$ cat src/hdl/dot_cfg_pkg.sv
// Dot product engine data types
package dot_cfg_pkg;

    // ==============================
    // Element and result types
    // ==============================

    // Q16.16 vector element, one SDRAM word
    typedef logic signed [31:0] elem_t;

    // Lane product and running sum, two words wide
    typedef logic signed [63:0] acc_t;

    // SDRAM word address
    typedef logic [23:0] word_addr_t;

    // Vector length or element index
    typedef logic [9:0] vec_len_t;

    // ==============================
    // Default sizes
    // ==============================

    // Depth of each on-chip vector buffer
    localparam int DEFAULT_MAX_LENGTH = 512;

    // Multiply lanes working side by side
    localparam int DEFAULT_NUM_LANES = 2;

endpackage

$ cat src/hdl/mac_lane.sv
// Registered multiply lane
`timescale 1ns/1ps

module mac_lane (
    input  logic               clk,
    input  logic               reset_n,
    input  logic               op_valid,
    input  logic               op_last,
    input  dot_cfg_pkg::elem_t op_a,
    input  dot_cfg_pkg::elem_t op_b,
    output logic               prod_valid,
    output logic               prod_last,
    output dot_cfg_pkg::acc_t  prod
);
    import dot_cfg_pkg::*;

    always_ff @(posedge clk or negedge reset_n) begin
        if (!reset_n) begin
            prod_valid <= 1'b0;
            prod_last  <= 1'b0;
        end else begin
            prod_valid <= op_valid;
            prod_last  <= op_last;
        end
    end

    // Full signed 32x32 product, sign extended before the multiply
    always_ff @(posedge clk) begin
        prod <= acc_t'(op_a) * acc_t'(op_b);
    end

    // Feeder only flags last on an issued group
    a_last_has_valid: assert property (@(posedge clk) disable iff (!reset_n)
        op_last |-> op_valid);

endmodule

$ cat config.mk
export PLATFORM = sky130hd
export DESIGN_NAME = mac_lane
export DESIGN_NICKNAME = d
export VERILOG_FILES = /design/src/hdl/dot_cfg_pkg.sv /design/src/hdl/mac_lane.sv
export SDC_FILE = /design/constraint.sdc
export NUM_CORES = 2
export LEC_CHECK = 0
export BUFFER_PORTS_ARGS = -buffer_cell sky130_fd_sc_hd__clkbuf_2
export CAP_MARGIN = 30
export CELL_PAD_IN_SITES_DETAIL_PLACEMENT = 0
export CELL_PAD_IN_SITES_GLOBAL_PLACEMENT = 2
export CORE_ASPECT_RATIO = 0.7
export CORE_MARGIN = 3
export CORE_UTILIZATION = 35
export CTS_BUF_LIST = sky130_fd_sc_hd__clkbuf_8
export DETAILED_ROUTE_END_ITERATION = 6
export PLACE_DENSITY_LB_ADDON = 0.1
export SYNTH_ARGS = -nofsm -noshare
export SYNTH_HDL_FRONTEND = slang
export SYNTH_SLANG_ARGS = --single-unit
export TNS_END_PERCENT = 20
$ cat constraint.sdc
create_clock -name clk -period 0.8 [get_ports clk]
set_input_delay 0.12 -clock clk [delete_from_list [all_inputs] [get_ports clk]]
set_output_delay 0.12 -clock clk [all_outputs]
set_load 0.005 [all_outputs]
* Word-level counts from Yosys, hierarchy flattened
Index checks and enable logic that the tools add are counted.
Cells by class: multiply operators 1
Operators by type and width (count):
- $mul 32x32->64 | 1
Storage, ports and cells: output and inout port bits 66, register bits after elaboration 66, bits of input ports 68

* Depth between registers and ports, before layout
depth in word-level cells 1, mapped depth 28, depth with buffers taken out 27

* Least setup slack after synthesis
Ideal clock, no wire load.
path kind input -> register, from in op_b[2], to reg prod[62], path buffers 1, data required time 0.728 ns, path slack -6.581 ns, stages on the path 24, library setup time 0.072 ns, data arrival time 7.309 ns, path through clkbuf_1 > nand2_1 > inv_1 > fa_1 > fa_1 > fa_1 > fa_1 > inv_1 > fa_1 > inv_1 > fa_1 > inv_1 > fa_1 > inv_1 > fa_1 > ha_1 > and3_1 > nand2_1 > or3_1 > o22a_1 > o211ai_1 > a31oi_1 > o31ai_1 > xor2_1
Between the ends: longest elaborated chain between the ends 1
Ends and longest elaborated chain:
- start: declaration | line mac_lane.sv:10 | input dot_cfg_pkg::elem_t op_b,
- $mul 32x32->64 | line mac_lane.sv:29 | prod <= acc_t'(op_a) * acc_t'(op_b);
- end signal: assignment | line mac_lane.sv:29
- end: declaration | line mac_lane.sv:13 | output dot_cfg_pkg::acc_t prod
Every way passes these cells.

* Final worst setup path
from in op_a[31], to reg prod[62]
Between the ends: longest elaborated chain between the ends 1
Ends and longest elaborated chain:
- start: declaration | line mac_lane.sv:9 | input dot_cfg_pkg::elem_t op_a,
- $mul 32x32->64 | line mac_lane.sv:29
Every way passes these cells.

==> reports/qor.yml <==
status: "complete, but fails checks"
violations: "setup timing"
cts_root_buffer: "clkbuf_8"
synth_seq_area_share: 0.0357
gp_congestion: 0.944
path_buf_inv: 11
final-hold-violation-count: 0
dp_slack_ps: -6990
finalHoldWorstSlack_ps: 173
yosys_warnings: 0
async_flop_share: 0.0303
drcViolationCount: 0
rsz0062_at_grt: "true"
ys_types: 64
synth_top_area_frac: 0.581
maxCapViolations: 0
netlist_instances: 3886
cts-htree-levels: 3
synth_top_area_cell: "fa_1"
start_util: 0.355
dp_hpwl_um: 118000
fmax_ghz: 0.144
fp-row-count: 99
avgSynthCellArea_um2: 9.60
num_vias: 27400
drtPass1Iterations: 5
viasPerCell: 4.58
hp-class: "input port to flip-flop"
port_buffers: 133
fin_crit_ps: 6950
drt-wirelength-per-cell_um: 23.4
cp-start-kind: "input port"
drt_iter0_markers: 1995
grt_pass1_vias: 29000
grt_max_degree: 26
syn-num-nets: 5220
slowest_stage: "fa_2"
grt_pass1_wl_um: 205000
numClockSinks: 66
required_ps: 1130
antenna_found_initial: 2
finalSetupViolCount: 128
syn_to_final_growth_pct: 31.8
crit_fanout: 5
setup_ws_ps: -6150
coreArea_um2: 105000
final_common_cell: "fa_1"
cts_inserted_buffers: 9
die_h_um: 279
slew_headroom: 0.696
crit_arrival_ps: 7280
path_common_cell: "fa_1"
clockBufferDepth: 2
fin_crit_sh: 8.69
crit_cells: 29
path_class: "input port to flip-flop"
crit_start: "op_a[31]"
synth_flop_cell: "dfxtp_1"
drive_gt1_frac: 0.300
nNetsFinal: 5885
worst_pin_slew_ps: 456
final_cell_mix: "940 x fa_1, 887 x inv_1, 516 x buf_4"
ys_ff_latch: 66
gr-usage-all-layers: 0.256
ant_nets: 0
clkTransAtPathRegs_ps: 110
place_area_um2: 44500
synth_area_leaders: "fa_1 58%, inv_1 9.6%, and2_1 8.7%, ha_1 6.2%, nand2_1 5.1%"
top_level_ports: 134
syn_area_um2: 37300
dieArea_um2: 111000
dieWidth_um: 396
postLayoutCoreUtil: 0.468
cp-endpoint: "prod[62]$_DFF_P_"
holdPathStages: 3
grt_overflow: 0
cts_tree: "yes"
drt-total-wl_um: 140000
slowest_delay_ps: 620
synth_edf_count: 0
endpoint_kind: "flip-flop"
postLayoutCellArea_um2: 49100
cp_top_family: "adder cells"
slew_violations: 0
## registers in the layout (all words and copies together), names as in the netlist
| signal | flops |
|---|---|
| prod | 64 |
| prod_last | 1 |
| prod_valid | 1 |
## synth_stat cells, types with 6 or more instances
cell,number
ha_1,184
nor3_1,6
dfxtp_1,64
nand4_1,7
a21oi_1,68
nor2_1,42
o21ai_0,28
fa_1,1082
nand3_1,15
o21bai_1,15
xor2_1,22
inv_1,952
a21o_1,23
a31oi_1,12
xnor2_1,53
nand2_1,511
clkbuf_1,195
and3_1,7
and2_1,516
nand2b_1,9
o31ai_1,6
## metrics by stage
stage	cells	TNS (ps)
final	5972	-329500
after global routing	5971	-340660
after CTS	5906	-332370
after detailed placement	5826	-361310
after global placement	5826	-362600
after floorplan	3886	-305050
## cells by family after synthesis
group	Yosys count	synth area share
adders and majority gates	1266	0.643
buffers and inverters	1152	0.116
and+or+nand+nor	1134	0.153
AOI/OAI and AO/OA	193	0.0346
xor gates and xnor gates	75	0.0176
DFF	66	0.0357
## layer usage
metal | routed length [um] | share of wire | vias up | GRT usage
met2 | 46100 | 0.33 | 855 | 0.275
met4 | 655 | 0.0047 | 2 | 0.0172
li1 | - | - | 12400 | -
met5 | 126 | 0.00090 | - | 0.00808
met3 | 15900 | 0.11 | 31 | 0.0945
met1 | 76700 | 0.55 | 14100 | 0.461
## worst min-delay path by stage
stage,start,endpoint,slack [ps]
floorplan,reset_n,prod_last$_DFF_PN0_,-180
global placement,reset_n,prod_valid$_DFF_PN0_,-90
detailed placement,reset_n,prod_valid$_DFF_PN0_,-90
CTS,op_b[0],prod[0]$_DFF_P_,140
global route,op_b[0],prod[0]$_DFF_P_,190
finish,op_b[0],prod[0]$_DFF_P_,170
## area by class of cell
class | count | area (um^2)
clock inverters | 7 | 83.8
fillers | 10100 | 55800
clock buffers | 9 | 124
diodes | 2 | 5.00
repair buffers | 854 | 8350
flip-flops and latches | 66 | 1360
well taps | 1414 | 1770
multi-input cells | 2668 | 33900
inverters | 952 | 3580
## repair_timing
item | in CTS | in global routing
cloned | 8 | 14
gates resized for setup | 389 | 387
pin swaps | 185 | 203
endpoints found under the setup margin | 129 | 129
hold buffers | 4 | 0
hold endpoints to repair | 4 | 0
setup buffers | 58 | 60
Power is left out: the tool's default activity adds up to more than one toggle a clock period on the data nets, which glitch-free logic cannot reach.
