**src/hdl/dot_cfg_pkg.sv**
```systemverilog
// Dot product engine data types
package dot_cfg_pkg;

    // ==============================
    // Element and result types
    // ==============================

    // Q16.16 vector element, one SDRAM word
    typedef logic signed [31:0] elem_t;

    // Lane product and running sum, two words wide
    typedef logic signed [63:0] acc_t;

    // SDRAM word address
    typedef logic [23:0] word_addr_t;

    // Vector length or element index
    typedef logic [9:0] vec_len_t;

    // ==============================
    // Default sizes
    // ==============================

    // Depth of each on-chip vector buffer
    localparam int DEFAULT_MAX_LENGTH = 512;

    // Multiply lanes working side by side
    localparam int DEFAULT_NUM_LANES = 2;

endpackage

```
**src/hdl/dot_dma_sequencer.sv**
```systemverilog
// Fetch and compute sequencer
`timescale 1ns/1ps

module dot_dma_sequencer #(
    parameter int MAX_LENGTH = dot_cfg_pkg::DEFAULT_MAX_LENGTH
) (
    input  logic                    clk,
    input  logic                    reset_n,
    input  logic                    start_req,
    input  logic [1:0]              ctrl_mode,
    input  dot_cfg_pkg::vec_len_t   vec_length,
    input  dot_cfg_pkg::word_addr_t addr_a,
    input  dot_cfg_pkg::word_addr_t addr_b,
    input  logic [31:0]             burst_data,
    input  logic                    burst_data_valid,
    input  logic                    burst_data_done,
    input  logic                    acc_done,
    output logic                    busy,
    output logic                    burst_rd,
    output logic [24:0]             burst_addr,
    output logic [10:0]             burst_len,
    output logic                    buf_wr_en,
    output logic                    buf_wr_sel_b,
    output dot_cfg_pkg::vec_len_t   buf_wr_idx,
    output dot_cfg_pkg::elem_t      buf_wr_data,
    output logic                    compute_start,
    output logic                    result_clear
);
    import dot_cfg_pkg::*;

    typedef enum logic [2:0] {
        S_IDLE, S_REQ_A, S_WAIT_A, S_REQ_B, S_WAIT_B, S_COMPUTE, S_DONE
    } state_t;

    state_t   state;
    // Mode bits latched at acceptance
    logic     use_cached_b;
    logic     preload_b;
    vec_len_t fetch_idx;

    assign busy = (state != S_IDLE);

    // Request strobe lasts exactly the one REQ cycle
    assign burst_rd   = (state == S_REQ_A) || (state == S_REQ_B);
    // Word address and length, each with a zero bit appended
    assign burst_addr = {(state == S_REQ_B) ? addr_b : addr_a, 1'b0};
    assign burst_len  = {vec_length, 1'b0};

    // Arriving words go in order to the selected buffer
    assign buf_wr_en    = burst_data_valid && ((state == S_WAIT_A) || (state == S_WAIT_B));
    assign buf_wr_sel_b = (state == S_WAIT_B);
    assign buf_wr_idx   = fetch_idx;
    assign buf_wr_data  = elem_t'(burst_data);

    always_ff @(posedge clk or negedge reset_n) begin
        if (!reset_n) begin
            state         <= S_IDLE;
            use_cached_b  <= 1'b0;
            preload_b     <= 1'b0;
            fetch_idx     <= '0;
            compute_start <= 1'b0;
            result_clear  <= 1'b0;
        end else begin
            compute_start <= 1'b0;
            result_clear  <= 1'b0;
            if (buf_wr_en) begin
                fetch_idx <= fetch_idx + 1'b1;
            end
            case (state)
                S_IDLE: begin
                    // Start while running never reaches here
                    if (start_req) begin
                        use_cached_b <= ctrl_mode[0];
                        preload_b    <= ctrl_mode[1];
                        // Preload clears the result up front
                        result_clear <= ctrl_mode[1];
                        state        <= ctrl_mode[1] ? S_REQ_B : S_REQ_A;
                    end
                end
                S_REQ_A: begin
                    fetch_idx <= '0;
                    state     <= S_WAIT_A;
                end
                S_WAIT_A: begin
                    if (burst_data_done) begin
                        compute_start <= use_cached_b;
                        state         <= use_cached_b ? S_COMPUTE : S_REQ_B;
                    end
                end
                S_REQ_B: begin
                    fetch_idx <= '0;
                    state     <= S_WAIT_B;
                end
                S_WAIT_B: begin
                    if (burst_data_done) begin
                        compute_start <= !preload_b;
                        state         <= preload_b ? S_DONE : S_COMPUTE;
                    end
                end
                S_COMPUTE: begin
                    if (acc_done) begin
                        state <= S_DONE;
                    end
                end
                default: state <= S_IDLE;
            endcase
        end
    end

    // Back-to-back requests would start a second burst
    a_burst_rd_pulse: assert property (@(posedge clk) disable iff (!reset_n)
        burst_rd |=> !burst_rd);

    // Every word must fit the feeder buffers
    a_wr_idx_range: assert property (@(posedge clk) disable iff (!reset_n)
        buf_wr_en |-> (int'(buf_wr_idx) < MAX_LENGTH));

endmodule

```
**config.mk**
```make
export PLATFORM = sky130hd
export DESIGN_NAME = dot_dma_sequencer
export DESIGN_NICKNAME = d
export VERILOG_FILES = /design/src/hdl/dot_cfg_pkg.sv /design/src/hdl/dot_dma_sequencer.sv
export SDC_FILE = /design/constraint.sdc
export NUM_CORES = 1
export LEC_CHECK = 0
export BUFFER_PORTS_ARGS = -buffer_cell sky130_fd_sc_hd__buf_4
export CORE_ASPECT_RATIO = 0.6
export CORE_MARGIN = 1.5
export CORE_UTILIZATION = 34
export DETAILED_ROUTE_END_ITERATION = 8
export GPL_ROUTABILITY_DRIVEN = 1
export MAX_ROUTING_LAYER = met4
export PLACE_DENSITY = 0.79
export SKIP_LAST_GASP = 1
export SLEW_MARGIN = 10
export SYNTH_ARGS = -nofsm -noshare
export SYNTH_HDL_FRONTEND = slang
export SYNTH_SLANG_ARGS = --single-unit
```
**constraint.sdc**
```tcl
create_clock -name clk -period 1.9 [get_ports clk]
set_input_delay 0.19 -clock clk [delete_from_list [all_inputs] [get_ports clk]]
set_output_delay 0.19 -clock clk [all_outputs]
set_load 0.01 [all_outputs]
```
# [Yosys cells after proc, flatten, opt, wreduce, memory -nomap -nowiden]
# Cells that the tools add are included.
[word_totals] ff_bits=17 in_bits=98 output_inout_bits=84 elab_cells=42
[op_classes] add_sub_neg=1 n_eq_ne=9 mux=16 n_reduce_logical=10
[ops] operator="two-way mux 24 bit" n=1
[ops] operator="two-way mux 10 bit" n=2
[ops] operator="case mux 3 bit (6 select lines)" n=1
[ops] operator="two-way mux 3 bit" n=5
[ops] operator="adder 10 x 1 -> 10 bit, second input constant" n=1
[ops] operator="!= test 2 bit, second input constant" n=4
[ops] operator="equality test 3 x 2 -> 1 bit, second input constant" n=2
[ops] operator="equality test 3 bit, second input constant" n=2
[ops] operator="two-way mux 1 bit" n=4
[ops] operator="two-way mux 2 bit" n=2
[ops] operator="AND reduction 4 bit" n=1
[ops] operator="equality test 3 x 1 -> 1 bit, second input constant" n=1
[ops] operator="logical NOT 3 bit" n=1
[ops] operator="nonzero test 3 bit" n=1
[ops] operator="logical OR 1 bit" n=2
[ops] operator="case mux 1 bit (2 select lines)" n=1
[ops] operator="AND reduction 2 bit" n=1
[ops] operator="nonzero test 2 bit" n=1
[ops] operator="OR reduction 2 bit" n=1
[ops] operator="logical AND 1 bit" n=1
[ops] operator="logical NOT 1 bit" n=1

# [Logic depth before layout (Yosys ltp)]
[logic_depth] word_depth=5 depth_mapped=5 ltp_nobuf=4

# [Worst setup path before layout]
# No wires, ideal clock.
[synth_timing] path_type="register to register" startpoint="register state[2]" endpoint="register preload_b" setup_time_ps=125 t_arrival_ps=1425 t_required_ps=1775 path_slack_ps=350 stages_incl_launch_ff=5 path_buffers=1 period_less_slack_ps=1550 cell_sequence="dfrtp_1 buf_2 or3_1 nor2_2 mux2_2"
[synth_between] elab_chain_cells=2
[synth_rtl] element="start: declaration" line="dot_dma_sequencer.sv:35" source="state_t state;"
[synth_rtl] element="start signal: assignment" line="dot_dma_sequencer.sv:77" source="state <= ctrl_mode[1] ? S_REQ_B : S_REQ_A;"
[synth_rtl] element="start signal: assignment" line="dot_dma_sequencer.sv:87" source="state <= use_cached_b ? S_COMPUTE : S_REQ_B;"
[synth_rtl] element="start signal: assignment" line="dot_dma_sequencer.sv:97" source="state <= preload_b ? S_DONE : S_COMPUTE;"
[synth_rtl] element="logical NOT 3 bit" line="dot_dma_sequencer.sv:69" source="case (state)"
[synth_rtl] element="AND reduction 2 bit (no source line)"
[synth_rtl] element="end signal: assignment" line="dot_dma_sequencer.sv:74" source="preload_b <= ctrl_mode[1];"
[synth_rtl] element="end: declaration" line="dot_dma_sequencer.sv:38" source="logic preload_b;"
# Every way passes these cells.
# A chain may end at the register's enable or synchronous reset.

# [Worst setup path after layout]
[layout_timing] startpoint="register state[1]" endpoint="output port burst_addr[2]"
[layout_between] elab_chain_cells=2
[layout_rtl] element="equality test 3 x 2 -> 1 bit" line="dot_dma_sequencer.sv:46" source="assign burst_addr = {(state == S_REQ_B) ? addr_b : addr_a, 1'b0};"
[layout_rtl] element="two-way mux 24 bit" line="dot_dma_sequencer.sv:46"
[layout_rtl] element="end: declaration" line="dot_dma_sequencer.sv:20" source="output logic [24:0] burst_addr,"
# Every way passes these cells.

==> qor.yml <==
outcome:
  status: "finished, final reports clean"
cells_and_area:
  syn_to_final_growth_pct: 32.4
  nets: 319
  fillers: 450
  drive_above_1_share_pct: 62.6
  n_antenna_cell: 0
sta:
  period_needed_ns: 1.81
  hold_violations: 0
  tns_ns: 0
  drv_slew: 0
  rsz0062_at_grt: "false"
  setup_viol: 0
  setup_slack_ns: 0.0945
  timing.fmax_mhz: 554
  post-route-period-util_pct: 95.0
  skew_ns: 0.00470
synth:
  synth_edf_count: 0
  yosys.area.top_type: "dfrtp_1"
  yosys-top-cells-area: "dfrtp_1 (26%), buf_4 (22%), mux2_2 (18%)"
  yosysSeqAreaShare_pct: 26.4
  synth.distinct_cells: 37
  synth_area_sq_um: 1610
  synthArstFlopShare_pct: 100
  yosys.area.top_type_share_pct: 26.4
  avgSynthCellArea_sq_um: 9.76
  synth_ff_type: "dfrtp_1"
  ys_ff_latch: 17
  synth_warnings: 0
  syn_inst: 165
global_route:
  track_usage_pct: 15.9
  grt_pass1_wl_mm: 6.15
  grt.busiest_layer: "met1"
  antenna_found_initial: 0
  met1_usage_pct: 21.3
  met2_usage_pct: 20.4
  grt_max_degree: 25
  first_global_vias: 1149
  grt_remaining_overflow: 0
  use_met3_pct: 7.05
clock_network:
  clk_latency_ns: 0.25
  htree_num_levels: 1
  max-clock-path-buffers: 2
  clkSinkCount: 17
  post_cts_buffers: 0
  cts-root-buf: "clkbuf_8"
  numCtsBuffers: 3
  clkTransAtPathRegs_ns: 0.06
  cts_tree: "done"
pwr:
  p_leak_uw: 0.00104
  power_density_nw_per_um2: 1030
  max-vdd-ir-drop_uv: 471
detailed_routing:
  vias_per_cell: 4.68
  postRouteWirelength_mm: 4.23
  ant_nets: 0
  drtIter0Drc: 92
  drt_drc_violations_left: 0
  avgRoutedWirePerCell_um: 15.0
  dr.pass1.iters: 4
  vias: 1321
placed_design:
  dp_hpwl_mm: 3.44
  port_buffers: 95
  place_ws_ns: 0.300
  gp_congestion: 0.827
floorplan:
  die_y_um: 56.3
  die_area_sq_um: 5170
  rows: 19
  die_w_um: 91.8
  coreArea_sq_um: 4560
  io_pins: 182
  start_util_pct: 35.3
setup_path:
  cp_data_arrival_time_ns: 1.62
  cp-start-kind: "register"
  crit_path_max_fanout: 24
  required_ns: 1.71
  crit_path_end_kind: "primary output"
  worstSetupPathType: "reg -> out"
run:
  cap_violations: 0
min_path:
  hp-class: "in -> reg"
[area by class of cell]
cell class,instances,area [sq um],area share [%]
clock buffers,4,45.0,2.11
inverters,4,15.0,0.704
multi-input cells,94,801,37.6
flip-flops and latches,17,427,20.0
well taps,63,78.8,3.70
repair buffers,100,766,35.9
[where the power goes]
| group | switching, uW | internal [uW] |
|---|---|---|
| sequential | 91.3 | 445 |
| combinational | 646 | 753 |
| clock | 120 | 149 |
| total | 857 | 1350 |
[path summary, 6_finish.rpt]
kind	start	endpoint	slack [ns]	cells after the start
max in group asynchronous	reset_n	state[0]	1.36	2
max	state[1]	burst_addr[2]	0.09	5
min	ctrl_mode[0]	use_cached_b	0.17	2
max reg2reg	state[1]	preload_b	0.32	4
min reg2reg	buf_wr_idx[0]	buf_wr_idx[0]	0.54	1
min in group asynchronous	reset_n	buf_wr_idx[3]	0.33	2
[cells in the mapped netlist, types with 2 or more instances]
cell type	instances
a21oi_1	3
or4_1	4
buf_6	2
nand4_1	2
inv_1	4
o31ai_1	3
mux2_2	26
nor3b_1	3
a21o_1	2
mux2i_1	7
nor4b_2	2
dfrtp_1	17
and2_1	2
buf_4	47
nand2_1	8
nor4_1	3
nand3_1	3
nor2_1	4
nand2b_1	5
[timing repair]
action / 4_1_cts / 5_1_grt
endpoints found under the hold margin: 17 / 0
hold buffers: 1 / 0
gates resized for setup: 0 / 2
setup endpoints to repair: 0 / 2
[placed cells by master, fill, tap and decap left out, drive strengths merged]
cell type / n
buf: 99
nand4: 2
or4: 4
dlygate4sd3: 1
inv: 4
nand3: 3
o311ai: 1
and4bb: 1
a21oi: 3
nor2: 5
dfrtp: 17
nand2: 9
a21o: 2
conb: 2
o31ai: 3
xnor2: 1
clkbuf: 4
or3: 1
nand2b: 6
nor4: 3
a211o: 1
and2b: 1
nor3b: 3
mux2i: 7
ha: 1
a2bb2oi: 1
o41ai: 1
nand4b: 1
mux2: 26
and2: 2
a211oi: 1
a221o: 1
nor4b: 2
[critical path, stage by stage, from the launching register on]
cell,delay (ns)
dfrtp_1,0.37
and2b_1,0.19
nand2_2,0.09
buf_12,0.17
mux2_2,0.39
buf_4,0.15
[metrics by stage]
step	area, sq um	util [%]	cells	total power, uW	hold WS, ns
after floorplan	1610	-	166	1520	-0.106
after CTS	2120	46.4	282	2180	0.166
after global routing	2130	46.7	282	2360	0.168
after detailed placement	2060	45.2	277	1900	0.0682
final	2130	46.7	282	2200	0.172
after global placement	2060	45.2	277	1880	0.0653
[metal layers]
layer / part of all wire, % / wire [um] / up-vias
met3: 8.8 / 374 / 10
met2: 46 / 1930 / 56
met5: 0 / 0 / -
met4: 1.7 / 71 / 0
li1: - / - / 643
met1: 44 / 1850 / 612
[state kept, by name (all words and copies together), names as in the netlist]
register       flops
buf_wr_idx        10
state              3
compute_start      1
preload_b          1
result_clear       1
use_cached_b       1
[logic make-up (layout without fill, tap and decap cells)]
logic type | Yosys count | after routing | share of synthesized area (%)
xor+xnor | 1 | 1 | 1.01
fa+ha+maj | 1 | 1 | 0.777
mux | 33 | 33 | 22.5
buf+inv | 55 | 108 | 24.8
simple gates | 43 | 43 | 17.7
compound gates | 14 | 14 | 6.53
flops | 17 | 17 | 26.4
other cells | 1 | 2 | 0.233
Note: power is estimated with default switching activity, not from simulation.
