## src/hdl/dot_cfg_pkg.sv

```systemverilog
// Dot product engine data types
package dot_cfg_pkg;

    // ==============================
    // Element and result types
    // ==============================

    // Q16.16 vector element, one SDRAM word
    typedef logic signed [31:0] elem_t;

    // Lane product and running sum, two words wide
    typedef logic signed [63:0] acc_t;

    // SDRAM word address
    typedef logic [23:0] word_addr_t;

    // Vector length or element index
    typedef logic [9:0] vec_len_t;

    // ==============================
    // Default sizes
    // ==============================

    // Depth of each on-chip vector buffer
    localparam int DEFAULT_MAX_LENGTH = 512;

    // Multiply lanes working side by side
    localparam int DEFAULT_NUM_LANES = 2;

endpackage

```

## src/hdl/lane_reducer.sv

```systemverilog
// Lane sum and 64-bit accumulator
`timescale 1ns/1ps

module lane_reducer #(
    parameter int NUM_LANES = dot_cfg_pkg::DEFAULT_NUM_LANES
) (
    input  logic                 clk,
    input  logic                 reset_n,
    input  logic                 compute_start,
    input  logic                 result_clear,
    input  logic [NUM_LANES-1:0] prod_valid,
    input  logic [NUM_LANES-1:0] prod_last,
    input  dot_cfg_pkg::acc_t    prod [NUM_LANES],
    output dot_cfg_pkg::acc_t    acc_value,
    output logic                 acc_done
);
    import dot_cfg_pkg::*;

    acc_t group_sum;

    // Adder tree over the lanes, wraps at 64 bits
    always_comb begin
        group_sum = '0;
        for (int l = 0; l < NUM_LANES; l++) begin
            group_sum = group_sum + prod[l];
        end
    end

    // Lane 0 speaks for the group
    always_ff @(posedge clk or negedge reset_n) begin
        if (!reset_n) begin
            acc_value <= '0;
            acc_done  <= 1'b0;
        end else begin
            acc_done <= prod_valid[0] && prod_last[0];
            if (compute_start || result_clear) begin
                acc_value <= '0;
            end else if (prod_valid[0]) begin
                acc_value <= acc_value + group_sum;
            end
        end
    end

    // All lanes run in lock step
    a_lanes_aligned: assert property (@(posedge clk) disable iff (!reset_n)
        (prod_valid == {NUM_LANES{prod_valid[0]}})
        && (prod_last == {NUM_LANES{prod_last[0]}}));

endmodule

```

## config.mk

```make
export PLATFORM = sky130hd
export DESIGN_NAME = lane_reducer
export DESIGN_NICKNAME = d
export VERILOG_FILES = /design/src/hdl/dot_cfg_pkg.sv /design/src/hdl/lane_reducer.sv
export SDC_FILE = /design/constraint.sdc
export NUM_CORES = 1
export LEC_CHECK = 0
export ABC_CLOCK_PERIOD_IN_PS = 4300
export BUFFER_PORTS_ARGS = -buffer_cell sky130_fd_sc_hd__buf_2
export CAP_MARGIN = 30
export CORE_MARGIN = 2
export CORE_UTILIZATION = 40
export CTS_BUF_LIST = sky130_fd_sc_hd__clkbuf_2
export CTS_CLUSTER_SIZE = 24
export DETAILED_ROUTE_END_ITERATION = 6
export GPL_TIMING_DRIVEN = 0
export PLACE_DENSITY = 0.62
export SLEW_MARGIN = 20
export SYNTH_ARGS = -nofsm -noshare
export SYNTH_HDL_FRONTEND = slang
export SYNTH_SLANG_ARGS = --single-unit
```

## constraint.sdc

```tcl
create_clock -name clk -period 4.3 [get_ports clk]
set_input_delay 0.86 -clock clk [delete_from_list [all_inputs] [get_ports clk]]
set_output_delay 0.86 -clock clk [all_outputs]
set_load 0.005 [all_outputs]
```

# Word level (Yosys, flattened, before mapping)
# Index checks and enable logic that the tools add are counted.
[word_totals] ff_bits=65 input_bits=136 wordCells=9
[classes] reduce_logical=3 mux=2 addsub=2
[op_table] cell="adder 64 bit" n=2
[op_table] cell="two-way mux 64 bit" n=2
[op_table] cell="nonzero test 2 bit" n=1
[op_table] cell="logical AND 1 bit" n=1
[op_table] cell="logical OR 1 bit" n=1

# Longest topological paths before layout
# Gate-level depths: netlist (run 1).
[depth] ltp_word=4 mapped_depth=12

# Worst setup path after synthesis (run 1)
# OpenSTA, ideal clock, no wires.
[synth_path] path_type="in2reg" start="input prod[1] (netlist bit)" end="register acc_value[63]" arrival_ps=3819 slack_ps=415 path_buffers=0 path_stages=12 cell_sequence="fa_1 -> ha_1 -> fa_1 -> a21o_1 -> and4_1 -> o2111ai_1 -> a21oi_2 -> o21ai_2 -> a2111oi_4 -> or3_1 -> a311oi_1 -> a41o_1"
[synth_between] elab_chain_cells=4
[synth_lines] item="start, declared" line_no="lane_reducer.sv:13" rtl="input dot_cfg_pkg::acc_t prod [NUM_LANES],"
[synth_lines] item="adder 64 bit" line_no="lane_reducer.sv:25" rtl="group_sum = group_sum + prod[l];"
[synth_lines] item="adder 64 bit" line_no="lane_reducer.sv:39" rtl="acc_value <= acc_value + group_sum;"
[synth_lines] item="two-way mux 64 bit" line_no="lane_reducer.sv:38" rtl="end else if (prod_valid[0]) begin"
[synth_lines] item="two-way mux 64 bit" line_no="lane_reducer.sv:36" rtl="if (compute_start || result_clear) begin"
[synth_lines] item="end signal, assigned" line_no="lane_reducer.sv:39"
[synth_lines] item="end, declared" line_no="lane_reducer.sv:14" rtl="output dot_cfg_pkg::acc_t acc_value,"
# Every way passes these cells. The select of a mux whose other input is x is not followed.
# A chain may end at the register's enable or synchronous reset.

# Final worst setup path (run 1)
[layout_path] start="register acc_value[1]" end="register acc_value[53]"
[layout_between] elab_chain_cells=3
[layout_lines] item="adder 64 bit" line_no="lane_reducer.sv:39"
[layout_lines] item="two-way mux 64 bit" line_no="lane_reducer.sv:38"
[layout_lines] item="two-way mux 64 bit" line_no="lane_reducer.sv:36"
# Every way passes these cells. The select of a mux whose other input is x is not followed.

==> run_results.csv, run 1 <==
group,metric,value,unit
outcome,run_status,"complete, no violations",
pwr,p_seq_frac,0.230,
grt,antenna_found_initial,1,
clock_tree,path_clk_slew,0.19,ns
worst_setup_path,path_cells,"fa_1 > ha_1 > fa_1 > a21o_1 > and4_1 > o2111ai_1 > a21oi_1 > o21a_1 > nor3b_1 > o21bai_1 > xnor2_1 > o21ai_0",
run,drv_cap,0,
pwr,ir_worst_vdd,112.5,uV
grt,grt_overflow,0,
pwr,leakage,0.004713,uW
placed_design,dp_cells,1330,
synth,synth_cell_types,73,
floorplanning,die_area,20720,sq um
floorplanning,pin_count,201,
floorplanning,die_height,143.9,microns
sta,worst_slew_pin_slew,0.8532,ns
synth,ys_async_sr_fraction,1.000,
layout,area_growth,18.24,%
sta,hold_ws,0.1605,ns
layout,drive_gt1_frac,0.2389,
worst_setup_path,startpoint_type,"register",
min_path,hold_class,"in -> async",
drt,viasPerCell,5.403,
worst_setup_path,arrival,4.56,ns
clock_tree,cts_tree,"done",
placed_design,port_buffers,198,
pwr,p_sw_frac,0.4862,
floorplanning,start_util,0.4052,
sta,skew,0.01287,ns
synth,synth_edf_count,0,
clock_tree,cts_resized,0,
clock_tree,post-cts-setup-buffers,0,
drt,vias,7272,
worst_setup_path,required,4.75,ns
clock_tree,cts_buffer_depth,2,
sta,period_needed,4.109,ns
synth,synthCells,866,
worst_setup_path,crit_buf_inv,0,
layout,finalNetCount,1338,
sta,setup_slack,0.1905,ns
worst_setup_path,max_stage_delay,0.57,ns
grt,grt_first_pass_wirelength,35470,microns
drt,first_pass_iters,5,
pwr,p_comb_frac,0.667,
drt,avgRoutedWirePerCell,16.82,microns
grt,first_global_vias,7036,
synth,synth.top_cells.by_area,"dfrtp_1 (21%), fa_1 (16%), ha_1 (9.9%)",
grt,grt_max_degree,45,
grt,track_usage,0.2183,
clock_tree,clock-sinks,65,
clock_tree,clk_latency,0.57,ns
pwr,power_report.internal_total,1660,uW
worst_setup_path,path_delay_family,"compound AO/OA/AOI/OAI gates",
worst_setup_path,path_common_cell,"fa_1",
sta,slew_violations,0,
sta,hold_viol,0,
layout,stdcell_count,1346,
pwr,cellPowerDensity,348.9,nW/um^2
worst_setup_path,cp_max_fo,3,
clock_tree,cts_root_buf,"clkbuf_2",
synth,synth_seq_cells,65,
pwr,total_power,3231,uW
synth,yosysSeqAreaShare,0.2076,
placed_design,place.gp.congestion,0.9161,
clock_tree,postCtsHoldBufs,0,
pwr,p_sw,1571,uW
placed_design,dp_hpwl,18560,microns
synth,syn_avg_cell_area,9.046,sq um
drt,drt_iter0_markers,335,
sta,relSlewSlack,0.4312,
synth,yosysTopAreaCellShare,0.2076,
floorplanning,core-area,19330,sq um
synth,synth_area,7834,sq um
synth,ys.flop_type,"dfrtp_1",
floorplanning,rows,51,
clock_tree,cts_buffers,9,
drt,drt-total-wl,22630,microns
floorplanning,die_x,143.9,microns
synth,yosys.area.top_type,"dfrtp_1",
synth,synth.most_common_cell,"a21oi_1",
synth,yosysWarnings,0,
sta,fmax,0.2433,GHz
sta,rsz0062_at_grt,"false",
synth,synth_fp_nets,1128,
drt,drc_errors,0,
worst_setup_path,crit_slowest_cell,"nor3b_1",
layout,final_util,0.4791,
drt,ant_nets,0,
worst_setup_path,critPathKind,"reg -> reg",
pwr,clockPowerShare,0.103,
clock_tree,htree_levels,3,
worst_setup_path,critPathCaptureType,"register",
placed_design,dp_worst_setup_slack,-0.2567,ns
synth,synthTopCellsByCount,"a21oi_1 (80), nor2_1 (79), nand2_1 (73)",
sta,finalSetupViolCount,0,
sta,fin_crit_sh,0.9557,
-- cell usage in the layout, fill, tap and decap left out, types with 8 or more instances in the layout --
master | netlist | routed
clkbuf_2 | 0 | 14
ha_1 | 62 | 62
a211oi_1 | 9 | 9
inv_1 | 14 | 14
a21o_1 | 39 | 39
clkbuf_1 | 26 | 26
dfrtp_1 | 65 | 65
nand3_1 | 21 | 21
nor3_1 | 9 | 9
fa_1 | 64 | 64
o21ai_0 | 41 | 41
a21oi_1 | 80 | 80
and3_1 | 17 | 17
buf_2 | 13 | 210
nand2_1 | 73 | 73
mux2i_1 | 37 | 37
nand3b_1 | 8 | 8
xor2_1 | 21 | 21
xnor2_1 | 31 | 31
o21bai_1 | 20 | 20
a31oi_1 | 15 | 15
nand4_1 | 14 | 14
nor2_1 | 79 | 79
-- kinds of logic after synthesis --
kind of cell	synth area share
fa+ha+maj	0.2626
flops	0.2076
compound gates	0.2311
mux	0.04728
simple gates	0.1620
xor+xnor	0.05814
buf+inv	0.03130
-- final cells by class --
class | count | area, sq um
antenna | 1 | 2.502
sequential | 65 | 1627
clock inverter | 1 | 3.754
clock buffer | 14 | 70.07
multi-input combinational | 742 | 5962
timing repair buffer | 199 | 1021
buffer | 44 | 188.9
tap | 265 | 331.6
fill | 1936 | 10070
inverter | 15 | 56.30
-- worst paths after layout --
check / startpoint / to / slack [ns] / cells after the start
hold / removal: reset_n / acc_value[9]$_DFFE_PN0P_ / 0.16 / 1
setup reg to reg: acc_value[1]$_DFFE_PN0P_ / acc_value[53]$_DFFE_PN0P_ / 0.19 / 12
max in group asynchronous: reset_n / acc_value[38]$_DFFE_PN0P_ / 3.58 / 2
min in group clk: prod_last[0] / acc_done$_DFF_PN0_ / 0.49 / 2
hold reg to reg: acc_value[44]$_DFFE_PN0P_ / acc_value[44]$_DFFE_PN0P_ / 0.56 / 2
setup / recovery: acc_value[1]$_DFFE_PN0P_ / acc_value[53]$_DFFE_PN0P_ / 0.19 / 12
-- through the flow --
step | setup TNS (ns) | instance area [sq um]
final | 0 | 9263
after global routing | 0 | 9263
after CTS | 0 | 9260
after detailed placement | -1.086 | 9186
after global placement | -1.227 | 9156
after floorplan | 0 | 7834
-- power by group through the flow --
stage                     Combinational [uW]  Clock [uW]  Sequential, uW
after floorplan                         1560           0             746
after global placement                  2120           0             755
after detailed placement                2140           0             756
after CTS                               2150         344             745
after global routing                    2410         366             753
final                                   2160         332             744
-- routing by layer --
| metal | part of all wire | track usage | wire (microns) | vias up |
|---|---|---|---|---|
| met5 | 0 | 0 | 0 | - |
| met4 | 0.023 | 0.07534 | 516 | 0 |
| met3 | 0.052 | 0.02966 | 1177 | 32 |
| met2 | 0.44 | 0.3371 | 9856 | 208 |
| met1 | 0.49 | 0.3139 | 11080 | 3455 |
| li1 | - | - | - | 3577 |
-- worst register-to-register path, cell delays in order, from the launching register on --
cell and delay, ns:
dfrtp_1 0.46, fa_1 0.48, ha_1 0.26, fa_1 0.40, a21o_1 0.21, and4_1 0.23
o2111ai_1 0.38, a21oi_1 0.21, o21a_1 0.25, nor3b_1 0.57, o21bai_1 0.24, xnor2_1 0.21
o21ai_0 0.10
-- flip-flops by register name, indices dropped and copies added, names as in the netlist --
register   cells
acc_value     64
acc_done       1
No activity file was read; power rests on OpenSTA's default activity.
==> run 2: changes to the inputs <==
Settings changed: ABC_CLOCK_PERIOD_IN_PS 4300 to 5200, RECOVER_POWER from default to 50.
Clock period 4.3 ns to 5.2 ns, I/O delays scaled along.
==> run 2 against run 1 <==
  * Die area did not move
  * Via count rose by 0.26%
  * Register-to-register slack improved by 0.94 ns
  * Sequential cell count unchanged
  * Highest routed layer unchanged
  * Final cell count stayed put
  * Critical path type is now in -> reg
  * The flow now finishes with violations (max-capacitance violations, max-slew violations)
==> run_results.csv, run 2 (synthesis results as in run 1) <==
group,metric,value,unit
grt,first_global_vias,7036,
outcome,violations,"max-capacitance violations, max-slew violations",
worst_setup_path,cp_max_fo,3,
outcome,run_status,"complete, but fails checks",
run,drv_cap,1,
worst_setup_path,crit_slowest_cell,"nor3b_1",
layout,largest_reg_flops,64,
grt,antenna_found_initial,1,
min_path,hold_class,"reg -> reg",
sta,hold_viol,0,
floorplanning,die_area,20720,sq um
grt,track_usage,0.2183,
drt,avgRoutedWirePerCell,16.86,microns
pwr,ir_worst_vdd,91.48,uV
clock_tree,clk_latency,0.57,ns
pwr,cellPowerDensity,289.6,nW/um^2
clock_tree,clock-sinks,65,
floorplanning,die_x,143.9,microns
clock_tree,post-cts-setup-buffers,0,
drt,drt-total-wl,22690,microns
sta,rsz0062_at_grt,"false",
worst_setup_path,required,5.65,ns
grt,grt_first_pass_wirelength,35470,microns
clock_tree,htree_levels,3,
sta,finalSetupViolCount,0,
layout,regMostFlops,"acc_value",
clock_tree,cts_tree,"done",
drt,vias,7291,
worst_setup_path,path_delay_family,"compound AO/OA/AOI/OAI gates",
placed_design,place.gp.congestion,0.9161,
sta,relSlewSlack,-0.7954,
sta,worst_slew_pin_slew,2.693,ns
clock_tree,cts_buffers,9,
grt,grt_max_degree,45,
layout,layout.cells.most_common_list,"buf_2 (193), a21oi_1 (80), nor2_1 (79)",
sta,period_needed,4.206,ns
layout,final_common_cell,"buf_2",
grt,grt_overflow,0,
worst_setup_path,worst-path-stages,13,
drt,ant_nets,0,
worst_setup_path,startpoint_type,"input pin",
layout,drive_gt1_frac,0.2213,
floorplanning,start_util,0.4052,
floorplanning,pin_count,201,
placed_design,dp_hpwl,18560,microns
worst_setup_path,critPathKind,"in -> reg",
worst_setup_path,path_cells,"clkbuf_1 > fa_1 > ha_1 > fa_1 > a21o_1 > and4_1 > o2111ai_1 > a21oi_1 > o21a_1 > nor3b_1 > o21bai_1 > xnor2_1 > o21ai_0",
placed_design,port_buffers,198,
drt,first_pass_iters,5,
clock_tree,cts_buffer_depth,2,
floorplanning,rows,51,
clock_tree,path_clk_slew,0.19,ns
sta,tns,0,ns
worst_setup_path,rr_worst_depth,12,
layout,top_regs,"acc_value: 64 flops, acc_done: 1 flops",
drt,drt_iter0_markers,336,
layout,final_util,0.4765,
pwr,leakage,0.004631,uW
drt,viasPerCell,5.417,
clock_tree,cts_root_buf,"clkbuf_2",
layout,finalNetCount,1338,
drt,drc_errors,0,
worst_setup_path,critPathCaptureType,"register",
layout,area_growth,17.62,%
worst_setup_path,max_stage_delay,0.53,ns
sta,slew_violations,45,
worst_setup_path,path_common_cell,"fa_1",
clock_tree,postCtsHoldBufs,0,
floorplanning,die_height,143.9,microns
min_path,min_path_cells,2,
floorplanning,core-area,19330,sq um
sta,fmax,0.2378,GHz
clock_tree,cts_resized,0,
sta,fin_crit_sh,0.8088,
sta,skew,0.01094,ns
worst_setup_path,crit_buf_inv,1,
worst_setup_path,arrival,4.65,ns
==> run 2: worst min-delay path: stages (launching register included) <==
cell	delay (ns)
dfrtp_1	0.42
nand2_1	0.06
o21ai_1	0.07
==> run 2: final cells by class <==
class | instances | area, sq um
diodes | 1 | 2.502
plain buffers | 44 | 188.9
clock buffers | 14 | 70.07
clock inverters | 1 | 3.754
fillers | 1947 | 10120
inverters | 15 | 56.30
multi-input cells | 742 | 5962
flip-flops and latches | 65 | 1627
well taps | 265 | 331.6
repair buffers | 199 | 972.2
==> run 2: per-layer routing <==
| metal | global-route usage | part of all wire | wire (microns) |
|---|---|---|---|
| met1 | 0.3139 | 0.49 | 11150 |
| met2 | 0.3371 | 0.44 | 9942 |
| met3 | 0.02966 | 0.049 | 1114 |
| met4 | 0.07534 | 0.021 | 484 |
| met5 | 0 | 0 | 0 |
==> run 2: final timing paths <==
| path | start | endpoint | slack [ns] |
|---|---|---|---|
| setup / recovery | prod[1] | acc_value[53]$_DFFE_PN0P_ | 0.99 |
| hold / removal | acc_value[58]$_DFFE_PN0P_ | acc_value[58]$_DFFE_PN0P_ | 0.57 |
| setup reg to reg | acc_value[1]$_DFFE_PN0P_ | acc_value[53]$_DFFE_PN0P_ | 1.13 |
| hold reg to reg | acc_value[58]$_DFFE_PN0P_ | acc_value[58]$_DFFE_PN0P_ | 0.57 |
| max in group asynchronous | reset_n | acc_value[38]$_DFFE_PN0P_ | 1.38 |
| min in group asynchronous | reset_n | acc_value[9]$_DFFE_PN0P_ | 0.70 |
==> run 2: power by group <==
group	internal [uW]	switching (uW)	leakage [uW]
registers	558	58.0	0.000888
clock network	69.4	204	0.0000597
logic	740	1040	0.00368
total	1370	1300	0.00463
==> run 2: per-stage QoR <==
stage	power [uW]	hold WS, ns	worst slack (ns)	instance area [sq um]	cells
final	2668	0.5660	0.9945	9214	1346
after global placement	2377	0.5225	0.4514	9156	1329
after CTS	2678	0.3050	1.094	9260	1345
after floorplan	1909	0.5128	1.135	7834	866
after detailed placement	2391	0.5223	0.4633	9186	1330
after global routing	2914	0.5895	0.6879	9214	1346
