==> src/hdl/dot_cfg_pkg.sv <==
// Dot product engine data types
package dot_cfg_pkg;

    // ==============================
    // Element and result types
    // ==============================

    // Q16.16 vector element, one SDRAM word
    typedef logic signed [31:0] elem_t;

    // Lane product and running sum, two words wide
    typedef logic signed [63:0] acc_t;

    // SDRAM word address
    typedef logic [23:0] word_addr_t;

    // Vector length or element index
    typedef logic [9:0] vec_len_t;

    // ==============================
    // Default sizes
    // ==============================

    // Depth of each on-chip vector buffer
    localparam int DEFAULT_MAX_LENGTH = 512;

    // Multiply lanes working side by side
    localparam int DEFAULT_NUM_LANES = 2;

endpackage

==> src/hdl/dot_regmap_pkg.sv <==
// Dot product register map
package dot_regmap_pkg;

    // ==============================
    // Byte offsets
    // ==============================

    localparam logic [7:0] REG_CTRL      = 8'h00;
    localparam logic [7:0] REG_LENGTH    = 8'h04;
    localparam logic [7:0] REG_RESULT_LO = 8'h08;
    localparam logic [7:0] REG_RESULT_HI = 8'h0C;
    localparam logic [7:0] REG_ADDR_A    = 8'h10;
    localparam logic [7:0] REG_ADDR_B    = 8'h14;

    // ==============================
    // CTRL bits
    // ==============================

    // Write side, start a run
    localparam int CTRL_START_BIT     = 0;
    // Skip the B fetch and reuse the buffer contents
    localparam int CTRL_CACHED_B_BIT  = 1;
    // Fetch B only and clear the result
    localparam int CTRL_PRELOAD_B_BIT = 2;

    // Read side, engine running
    localparam int STATUS_BUSY_BIT = 0;

endpackage

==> src/hdl/dot_reg_block.sv <==
// CPU register file
`timescale 1ns/1ps

module dot_reg_block (
    input  logic                    clk,
    input  logic                    reset_n,
    // Register bus
    input  logic                    reg_valid,
    input  logic                    reg_write,
    input  logic [7:0]              reg_addr,
    input  logic [31:0]             reg_wdata,
    output logic [31:0]             reg_rdata,
    output logic                    reg_ready,
    // Engine status
    input  logic                    busy,
    input  dot_cfg_pkg::acc_t       acc_value,
    // Run request and settings
    output logic                    start_req,
    output logic [1:0]              ctrl_mode,
    output dot_cfg_pkg::vec_len_t   vec_length,
    output dot_cfg_pkg::word_addr_t addr_a,
    output dot_cfg_pkg::word_addr_t addr_b
);
    import dot_cfg_pkg::*;
    import dot_regmap_pkg::*;

    // Set once a write has acted, held until reg_valid drops
    logic access_done;
    logic wr_fire;

    // Bus never stalls
    assign reg_ready = reg_valid;
    assign wr_fire   = reg_valid && reg_write && !access_done;

    // Start goes straight to the sequencer, which decides on acceptance
    assign start_req = wr_fire && (reg_addr == REG_CTRL) && reg_wdata[CTRL_START_BIT];
    // Bit 1 preload, bit 0 cached B
    assign ctrl_mode = {reg_wdata[CTRL_PRELOAD_B_BIT], reg_wdata[CTRL_CACHED_B_BIT]};

    always_ff @(posedge clk or negedge reset_n) begin
        if (!reset_n) begin
            access_done <= 1'b0;
            vec_length  <= '0;
            addr_a      <= '0;
            addr_b      <= '0;
        end else begin
            if (!reg_valid) begin
                access_done <= 1'b0;
            end else if (wr_fire) begin
                access_done <= 1'b1;
            end
            // Fields keep only their low bits
            if (wr_fire) begin
                case (reg_addr)
                    REG_LENGTH: vec_length <= vec_len_t'(reg_wdata);
                    REG_ADDR_A: addr_a     <= word_addr_t'(reg_wdata);
                    REG_ADDR_B: addr_b     <= word_addr_t'(reg_wdata);
                    default: ;
                endcase
            end
        end
    end

    // ==============================
    // Read multiplexer
    // ==============================

    always_comb begin
        reg_rdata = '0;
        case (reg_addr)
            REG_CTRL:      reg_rdata[STATUS_BUSY_BIT] = busy;
            REG_LENGTH:    reg_rdata = 32'(vec_length);
            REG_RESULT_LO: reg_rdata = acc_value[31:0];
            REG_RESULT_HI: reg_rdata = acc_value[63:32];
            REG_ADDR_A:    reg_rdata = 32'(addr_a);
            REG_ADDR_B:    reg_rdata = 32'(addr_b);
            // Unmapped offsets read zero
            default:       reg_rdata = '0;
        endcase
    end

endmodule

==> config.mk <==
export PLATFORM = sky130hd
export DESIGN_NAME = dot_reg_block
export DESIGN_NICKNAME = d
export VERILOG_FILES = /design/src/hdl/dot_cfg_pkg.sv /design/src/hdl/dot_regmap_pkg.sv /design/src/hdl/dot_reg_block.sv
export SDC_FILE = /design/constraint.sdc
export NUM_CORES = 1
export LEC_CHECK = 0
export BUFFER_PORTS_ARGS = -buffer_cell sky130_fd_sc_hd__buf_2
export CAP_MARGIN = 20
export CORE_ASPECT_RATIO = 0.8
export CORE_MARGIN = 2
export CORE_UTILIZATION = 30
export CTS_CLUSTER_SIZE = 12
export DETAILED_ROUTE_END_ITERATION = 6
export MAX_ROUTING_LAYER = met4
export PLACE_DENSITY = 0.62
export SYNTH_ARGS = -nofsm -noshare
export SYNTH_HDL_FRONTEND = slang
export SYNTH_SLANG_ARGS = --single-unit
==> constraint.sdc <==
create_clock -name clk -period 3.1 [get_ports clk]
set_input_delay 0.155 -clock clk [delete_from_list [all_inputs] [get_ports clk]]
set_output_delay 0.155 -clock clk [all_outputs]
set_load 0.005 [all_outputs]
Word-level counts from Yosys, hierarchy flattened. Cells that the tools add are included.

Multiplexer cells: 4. Add/sub/neg operators: 0. Reductions and logical operators: 9. Bitwise logic cells: 0. Div/mod/pow operators: 0. $lt $le $gt $ge: 0. Shifts and indexed selects: 0. Multipliers: 0. Eq/ne operators: 6.

Operators by type and width (count): 31-bit one-hot mux with 5 select lines (1); 8-bit by 4-bit equality test with 1-bit output (second input constant) (2); 8-bit by 5-bit equality test with 1-bit output (second input constant) (2); 8-bit by 3-bit equality test with 1-bit output (second input constant) (1); 8-bit logical NOT (1); 1-bit one-hot mux with 6 select lines (1); 2-bit AND reduction (3); 1-bit logical AND (4); 1-bit 2-to-1 mux (2); 2-bit by 1-bit != test with 1-bit output (second input constant) (1); 1-bit logical NOT (1).

RAM bits: 0. Bits in registers: 59. Bits of input ports: 109. Latch bits: 0. Word-level logic and storage cells: 23. Output and inout bits: 94. Memories: 0. Bits in read-only memories: 0.

Logic depth before layout (Yosys ltp). Gate-level depths: netlist of run 1.

Word-level depth: 4. Depth in mapped cells: 6. Gate-level depth less buffers: 3.

Least setup slack after synthesis of run 1. OpenSTA, ideal clock, no wires.

Path type: input to register. From: input port reg_addr[5]. To: register addr_a[0]. Required time: 2.975 ns. Data arrival time: 1.612 ns. Library setup time: 0.125 ns. Slack: 1.363 ns. Stages on the path: 5. Path buffers: 2. Cells stage by stage: or3_1 > buf_2 > nor4_4 > buf_6 > mux2_2.

Cells in the longest elaborated chain, start to end: 2.

RTL lines: from (decl) (RTL line dot_reg_block.sv:10) `input logic [7:0] reg_addr,`; 8-bit by 5-bit equality test with 1-bit output (RTL line dot_reg_block.sv:54) `case (reg_addr)`; 2-bit AND reduction (no line); to (signal assigned) (RTL line dot_reg_block.sv:56) `REG_ADDR_A: addr_a <= word_addr_t'(reg_wdata);`; to (decl) (RTL line dot_reg_block.sv:21) `output dot_cfg_pkg::word_addr_t addr_a,`.

Every way passes these cells. A chain may end at the register's enable or synchronous reset.

Worst setup path in the final report of run 1.
From: input port reg_addr[2]. To: output port reg_rdata[8].

Cells in the longest elaborated chain, start to end: 2. Elaborated cells on any way between the ends: 6. Those cells by class: eq/ne (5); mux (1).

RTL lines: 8-bit by 5-bit equality test with 1-bit output (tied with other cells) (RTL line dot_reg_block.sv:70) `case (reg_addr)`; 31-bit one-hot mux with 5 select lines * (RTL line dot_reg_block.sv:70); to (decl) (RTL line dot_reg_block.sv:12) `output logic [31:0] reg_rdata,`.

Every way passes the cells marked *; elsewhere a longest branch is shown, timed or not.

==> results.sh, run 1 <==
export IMPL_path_cells="buf_2, nor2b_1, a22oi_1, o221ai_1, buf_2"
export IMPL_r2r_start="access_done"
export IMPL_synth_cell_area_sq_um=3260
export IMPL_finalHoldViolations=0
export IMPL_r2r_end="vec_length[2]"
export IMPL_wirelength_mm=9.66
export IMPL_crit_slowest_cell="nor2b_1"
export IMPL_synthTopCellsByCount="59 x dfrtp_1, 58 x mux2_2, 46 x mux2i_1, 14 x o22ai_1"
export IMPL_ys_ff_latch=59
export IMPL_outcome="completed"
export IMPL_ant_nets=0
export IMPL_synth_cell_types=27
export IMPL_p_leak_nw=2.62
export IMPL_min_period_over_period=0.660
export IMPL_crit_top_cell="buf_2"
export IMPL_cts_sinks=59
export IMPL_power_density_nw_per_um2=446
export IMPL_core_area_sq_um=10400
export IMPL_gp_congestion=0.759
export IMPL_area_growth_pct=43.8
export IMPL_wl_per_cell_microns=16.2
export IMPL_start_util=0.313
export IMPL_yosys_area_top_type="dfrtp_1"
export IMPL_synth_nets=370
export IMPL_r2r_slack_ns=1.17
export IMPL_synthMuxAreaShare=0.349
export IMPL_crit_type="primary input to output pin"
export IMPL_setup_tns_final_ns=0
export IMPL_path_clk_slew_ns=0.05
export IMPL_numCtsBuffers=9
export IMPL_min_period_ns=2.04
export IMPL_clk_path_buf_depth=2
export IMPL_whs_path_depth=2
export IMPL_drt_initial_drc_count=91
export IMPL_synth_xor_xnor_area_share=0
export IMPL_via_per_inst=4.88
export IMPL_rsz0062_at_grt="no"
export IMPL_critPathTopFamily="simple AND/OR/NAND/NOR gates"
export IMPL_synthArstFlopShare=1.00
export IMPL_seq_area_sq_um=1480
export IMPL_ys_seq_area_frac=0.453
export IMPL_antenna_found_initial=0
export IMPL_grt_pass1_vias=2925
export IMPL_syn_inst=261
export IMPL_end_kind="output pin"
export IMPL_fin_nets=561
export IMPL_clock_fmax_mhz=489
export IMPL_die_h_microns=97.2
export IMPL_cp_max_fo=17
export IMPL_drc=0
export IMPL_cts_setup_buffers=0
export IMPL_synth_adder_area_share=0
export IMPL_dpl_hpwl_mm=7.40
export IMPL_hold_end="access_done"
export IMPL_dp_cells=580
export IMPL_hold_start="reg_write"
export IMPL_synth_top_family_by_area="multiplexers"
export IMPL_grt_pass1_wl_mm=15.2
export IMPL_instances_no_fill=597
export IMPL_synth_most_common_cell="dfrtp_1"
export IMPL_relSlewSlack=0.438
export IMPL_yosys_area_share_simple=0.0799
export IMPL_synth_main_ff_cell="dfrtp_1"
export IMPL_grt_max_degree=39
export IMPL_grt_ovfl_total=0
export IMPL_dieArea_sq_um=11700
export IMPL_worstPathRequired_ns=2.94
export IMPL_io_buffer_count=194
export IMPL_diodes=0
export IMPL_clk_latency_ns=0.32
export IMPL_critPathArrivalTime_ns=1.89
export IMPL_critPathLaunchType="primary input"
export IMPL_rr_worst_depth=3
export IMPL_postSynthAreaPerCell_sq_um=12.5
export IMPL_cp_num_buf_inv=2
export IMPL_cts_tree="done"
export IMPL_clock_skew_final_ns=0.00521
export IMPL_min_path_type="primary input to flop"
export IMPL_ios=203
export IMPL_drv_cap=0
export IMPL_synth_top_area_frac=0.453
export IMPL_drt_pass1_iter_count=4
export IMPL_finalMaxSlewViolations=0
export IMPL_multi_input_area_sq_um=1650
export IMPL_drive_above_1_share=0.619
export IMPL_rows=33
export IMPL_clockRootBuffer="clkbuf_16"
export IMPL_synth_compound_area_share=0.0757
export IMPL_vdd_ir_drop_worst_uv=267
export IMPL_via_count=2913
export IMPL_htree_levels=3
export IMPL_grtUsageTotal=0.168
export IMPL_hold_slack_ns=0.0699
export IMPL_setup_viol=0
export IMPL_num_fill_cells=1021
export IMPL_yosysWarnings=0
export IMPL_worst_pin_slew_ns=0.842
export IMPL_synth_edff_count=0
export IMPL_die_w_microns=120
export IMPL_synth_area_leaders="dfrtp_1 45%, mux2_2 20%, mux2i_1 14%"
export IMPL_max_stage_delay_ns=0.74
## metrics by stage
stage               setup slack [ns]  area, sq um  power (mW)   util
floorplan                       1.36         3260       0.902      -
global placement                1.05         4340        1.01  0.417
detailed placement              1.01         4340        1.02  0.417
CTS                             1.07         4680        2.11  0.450
global route                   0.944         4680        2.17  0.450
finish                          1.06         4680        2.09  0.450
## where the power goes
part	internal, mW	switching (mW)	total (mW)	leakage (nW)
clock network	0.745	0.334	1.08	0.159
registers	0.788	0.0126	0.800	0.819
logic	0.104	0.103	0.207	1.64
## worst max path at each step
stage | startpoint | to | depth (start not counted)
2_1_floorplan | reg_addr[5] | addr_a[0] | 5
3_3_place_gp | reg_addr[5] | vec_length[3] | 4
3_5_place_dp | reg_addr[5] | vec_length[0] | 4
4_1_cts | reg_addr[2] | reg_rdata[8] | 5
5_1_grt | reg_addr[2] | reg_rdata[3] | 5
6_report | reg_addr[2] | reg_rdata[8] | 5
## cells in the final DEF (no fill, tap or decap), types with 2 or more instances in the layout
| cell type | synthesis | routed |
|---|---|---|
| a22oi_1 | 9 | 9 |
| buf_2 | 5 | 194 |
| buf_4 | 3 | 9 |
| bufinv_16 | 0 | 2 |
| clkbuf_16 | 0 | 9 |
| clkbuf_8 | 0 | 2 |
| dfrtp_1 | 59 | 59 |
| mux2_2 | 58 | 58 |
| mux2i_1 | 46 | 46 |
| nand2_1 | 3 | 3 |
| nand2b_1 | 2 | 2 |
| nand3_1 | 3 | 3 |
| nand4_1 | 9 | 9 |
| nor2_1 | 9 | 9 |
| nor2b_1 | 2 | 2 |
| nor3_2 | 0 | 2 |
| nor4_4 | 3 | 3 |
| o221ai_1 | 9 | 9 |
| o22ai_1 | 14 | 14 |
## flip-flops by register name, indices dropped and copies added (netlist names)
signal	count
vec_length	10
addr_b	24
addr_a	24
access_done	1
## layer usage
| layer | global-route usage | wire, microns | up-vias |
|---|---|---|---|
| li1 | - | - | 1375 |
| met1 | 0.221 | 4310 | 1399 |
| met5 | - | 0 | - |
| met3 | 0.0417 | 680 | 13 |
| met2 | 0.258 | 4540 | 126 |
| met4 | 0.0492 | 127 | 0 |
## timing repair
item | CTS | global route
hold buffers | 1 | 0
hold endpoints to repair | 29 | 0
resized for setup | 0 | 0
## final cells by class
| type | instances | area share |
|---|---|---|
| multi-input combinational | 178 | 0.353 |
| clock buffer | 12 | 0.0548 |
| timing repair buffer | 204 | 0.224 |
| tap | 140 | 0.0374 |
| sequential | 59 | 0.315 |
| clock inverter | 4 | 0.0155 |
## worst reg2reg max path, stage by stage (launching register included)
cell	delay [ns]
dfrtp_1	0.36
nand3b_1	0.34
nor4_4	0.69
mux2_2	0.42
## cells by family (layout without fill, tap and decap cells)
group / after synthesis / in the layout
mux: 105 / 105
simple gates: 39 / 39
buf+inv: 24 / 220
flops: 59 / 59
compound gates: 34 / 34
(Power assumes the default switching activity.)
==> run 2: changes to the inputs <==
--- a/config.mk
+++ b/config.mk
@@ -5,6 +5,7 @@
 export SDC_FILE = /design/constraint.sdc
 export NUM_CORES = 1
 export LEC_CHECK = 0
+export ABC_AREA = 1
 export BUFFER_PORTS_ARGS = -buffer_cell sky130_fd_sc_hd__buf_2
 export CAP_MARGIN = 20
 export CORE_ASPECT_RATIO = 0.8
@@ -13,7 +14,7 @@
 export CTS_CLUSTER_SIZE = 12
 export DETAILED_ROUTE_END_ITERATION = 6
 export MAX_ROUTING_LAYER = met4
-export PLACE_DENSITY = 0.62
+export PLACE_DENSITY = 0.6
 export SYNTH_ARGS = -nofsm -noshare
 export SYNTH_HDL_FRONTEND = slang
 export SYNTH_SLANG_ARGS = --single-unit
==> constraint.sdc (replaced) <==
create_clock -name clk -period 2 [get_ports clk]
set_input_delay 0.1 -clock clk [delete_from_list [all_inputs] [get_ports clk]]
set_output_delay 0.1 -clock clk [all_outputs]
set_load 0.005 [all_outputs]
==> run 2 against run 1 <==
  * Worst hold slack worse by 0.061 ns
  * Utilization shrank 0.87 points
  * Sequential cell count unchanged
  * Synthesized area up 9.4%
  * Synthesized cell count grew 89%
  * Cell count rose by 40%
  * Register-to-register slack worse by 0.68 ns
  * Power up 65%
  * Global-route usage up 4.2 points
  * Highest routed layer unchanged
==> results.sh, run 2 <==
export IMPL_yosys_area_share_simple=0.391
export IMPL_synthTopCellsByCount="134 x nand2_1, 103 x nand3_1, 59 x dfrtp_1, 51 x o21ai_0, 33 x inv_1"
export IMPL_ios=203
export IMPL_synthArstFlopShare=1.00
export IMPL_p_total_mw=3.45
export IMPL_dp_cells=808
export IMPL_rows=35
export IMPL_synth_nets=601
export IMPL_synth_top_family_by_area="simple AND/OR/NAND/NOR gates"
export IMPL_via_count=4188
export IMPL_final_util=0.441
export IMPL_yosysWarnings=0
export IMPL_instances_no_fill=838
export IMPL_worst_pin_slew_ns=0.585
export IMPL_grt_max_degree=45
export IMPL_clock_skew_final_ns=0.00396
export IMPL_rsz0062_at_grt="no"
export IMPL_numCtsBuffers=9
export IMPL_path_clk_slew_ns=0.05
export IMPL_worstPathRequired_ns=1.90
export IMPL_postSynthAreaPerCell_sq_um=7.24
export IMPL_cts_sinks=59
export IMPL_min_period_over_period=0.801
export IMPL_clk_path_buf_depth=2
export IMPL_synth_xor_xnor_area_share=0
export IMPL_synth_top_area_frac=0.414
export IMPL_clk_latency_ns=0.32
export IMPL_relSlewSlack=0.610
export IMPL_dpl_hpwl_mm=9.35
export IMPL_final_common_cell="buf_2"
export IMPL_end_kind="output pin"
export IMPL_finalHoldViolations=0
export IMPL_cp_max_fo=17
export IMPL_synth_edff_count=0
export IMPL_drv_cap=0
export IMPL_post_cts_resized=0
export IMPL_start_util=0.308
export IMPL_cts_setup_buffers=0
export IMPL_dieArea_sq_um=12800
export IMPL_die_h_microns=101
export IMPL_core_area_sq_um=11600
export IMPL_final_cell_mix="194 x buf_2, 134 x nand2_1, 103 x nand3_1, 59 x dfrtp_1, 51 x o21ai_0"
export IMPL_critPathArrivalTime_ns=1.50
export IMPL_grtUsageTotal=0.210
export IMPL_critPathLaunchType="flop"
export IMPL_grt_pass1_vias=4031
export IMPL_outcome="completed"
export IMPL_final_area_sq_um=5100
export IMPL_via_per_inst=5.00
export IMPL_synth_cell_types=21
export IMPL_timing_final_ws_setup_ns=0.399
export IMPL_hold_slack_ns=0.00933
export IMPL_synth_compound_area_share=0.0941
export IMPL_area_growth_pct=43.2
export IMPL_die_w_microns=126
export IMPL_drt_initial_drc_count=180
export IMPL_ys_ff_latch=59
export IMPL_antenna_found_initial=1
export IMPL_htree_levels=3
export IMPL_min_path_type="primary input to flop"
export IMPL_p_leak_nw=3.01
export IMPL_synth_area_leaders="dfrtp_1 41%, nand3_1 14%, nand2_1 14%"
export IMPL_ys_seq_area_frac=0.414
export IMPL_place_area_sq_um=4610
export IMPL_synth_most_common_cell="nand2_1"
export IMPL_finalMaxSlewViolations=0
export IMPL_wl_per_cell_microns=15.4
export IMPL_yosys_area_top_type="dfrtp_1"
export IMPL_place_ws_ns=0.324
export IMPL_synth_adder_area_share=0
export IMPL_drc=0
export IMPL_min_period_ns=1.60
export IMPL_fin_nets=793
export IMPL_drive_above_1_share=0.353
export IMPL_power_density_nw_per_um2=676
export IMPL_setup_viol=0
export IMPL_syn_inst=492
export IMPL_synth_cell_area_sq_um=3560
export IMPL_setup_tns_final_ns=0
export IMPL_clock_fmax_mhz=625
export IMPL_drt_pass1_iter_count=5
export IMPL_largestRegisters="addr_a (24), addr_b (24), vec_length (10)"
export IMPL_cts_tree="done"
export IMPL_crit_type="flop to output pin"
export IMPL_wirelength_mm=12.9
export IMPL_synth_main_ff_cell="dfrtp_1"
export IMPL_clockRootBuffer="clkbuf_16"
export IMPL_synthMuxAreaShare=0
export IMPL_gp_congestion=0.855
export IMPL_grt_pass1_wl_mm=20.6
export IMPL_io_buffer_count=194
export IMPL_grt_ovfl_total=0
export IMPL_vdd_ir_drop_worst_uv=319
export IMPL_ant_nets=0
==> run 2: cell type report <==
class / count / area [sq um]
timing repair buffer: 219 / 1200
inverter: 37 / 139
multi-input combinational: 358 / 1730
tap: 148 / 185
fill: 1194 / 6460
antenna: 1 / 2.50
clock buffer: 12 / 267
clock inverter: 4 / 95.1
sequential: 59 / 1480
==> run 2: critical path: stages, from the launching register on <==
cell	delay [ns]
dfrtp_1	0.38
nand3b_4	0.35
nor3b_1	0.28
buf_2	0.15
==> run 2: worst paths after layout <==
path / slack [ns] / start / cells after the start / endpoint
min reg2reg: 0.49 / access_done / 2 / access_done
max: 0.40 / access_done / 3 / start_req
min in group asynchronous: 0.31 / reset_n / 2 / access_done
min: 0.009 / reg_wdata[21] / 3 / addr_a[21]
max reg2reg: 0.49 / access_done / 3 / addr_b[3]
max in group asynchronous: 1.08 / reset_n / 3 / addr_b[9]
==> run 2: cell families (layout without fill, tap and decap cells) <==
group	Yosys count	after routing
compound gates	67	67
flops	59	59
buf+inv	75	272
other cells	0	1
simple gates	291	291
==> run 2: what timing repair did <==
| action | CTS | global route |
|---|---|---|
| setup endpoints to repair | 0 | 0 |
| hold buffers | 13 | 0 |
| endpoints found under the hold margin | 45 | 0 |
==> run 2: power by group <==
| group | switching (mW) | leakage, nW | internal (mW) |
|---|---|---|---|
| Clock | 0.543 | 0.179 | 1.32 |
| Sequential | 0.0244 | 0.725 | 1.23 |
| Combinational | 0.189 | 2.10 | 0.148 |
| Total | 0.757 | 3.01 | 2.69 |
==> run 2: metal layers <==
| metal | global-route usage | share of wire | vias up |
|---|---|---|---|
| li1 | - | - | 2010 |
| met1 | 0.275 | 0.44 | 1967 |
| met2 | 0.331 | 0.47 | 200 |
| met3 | 0.0497 | 0.081 | 11 |
| met4 | 0.0541 | 0.010 | 0 |
| met5 | - | 0 | - |
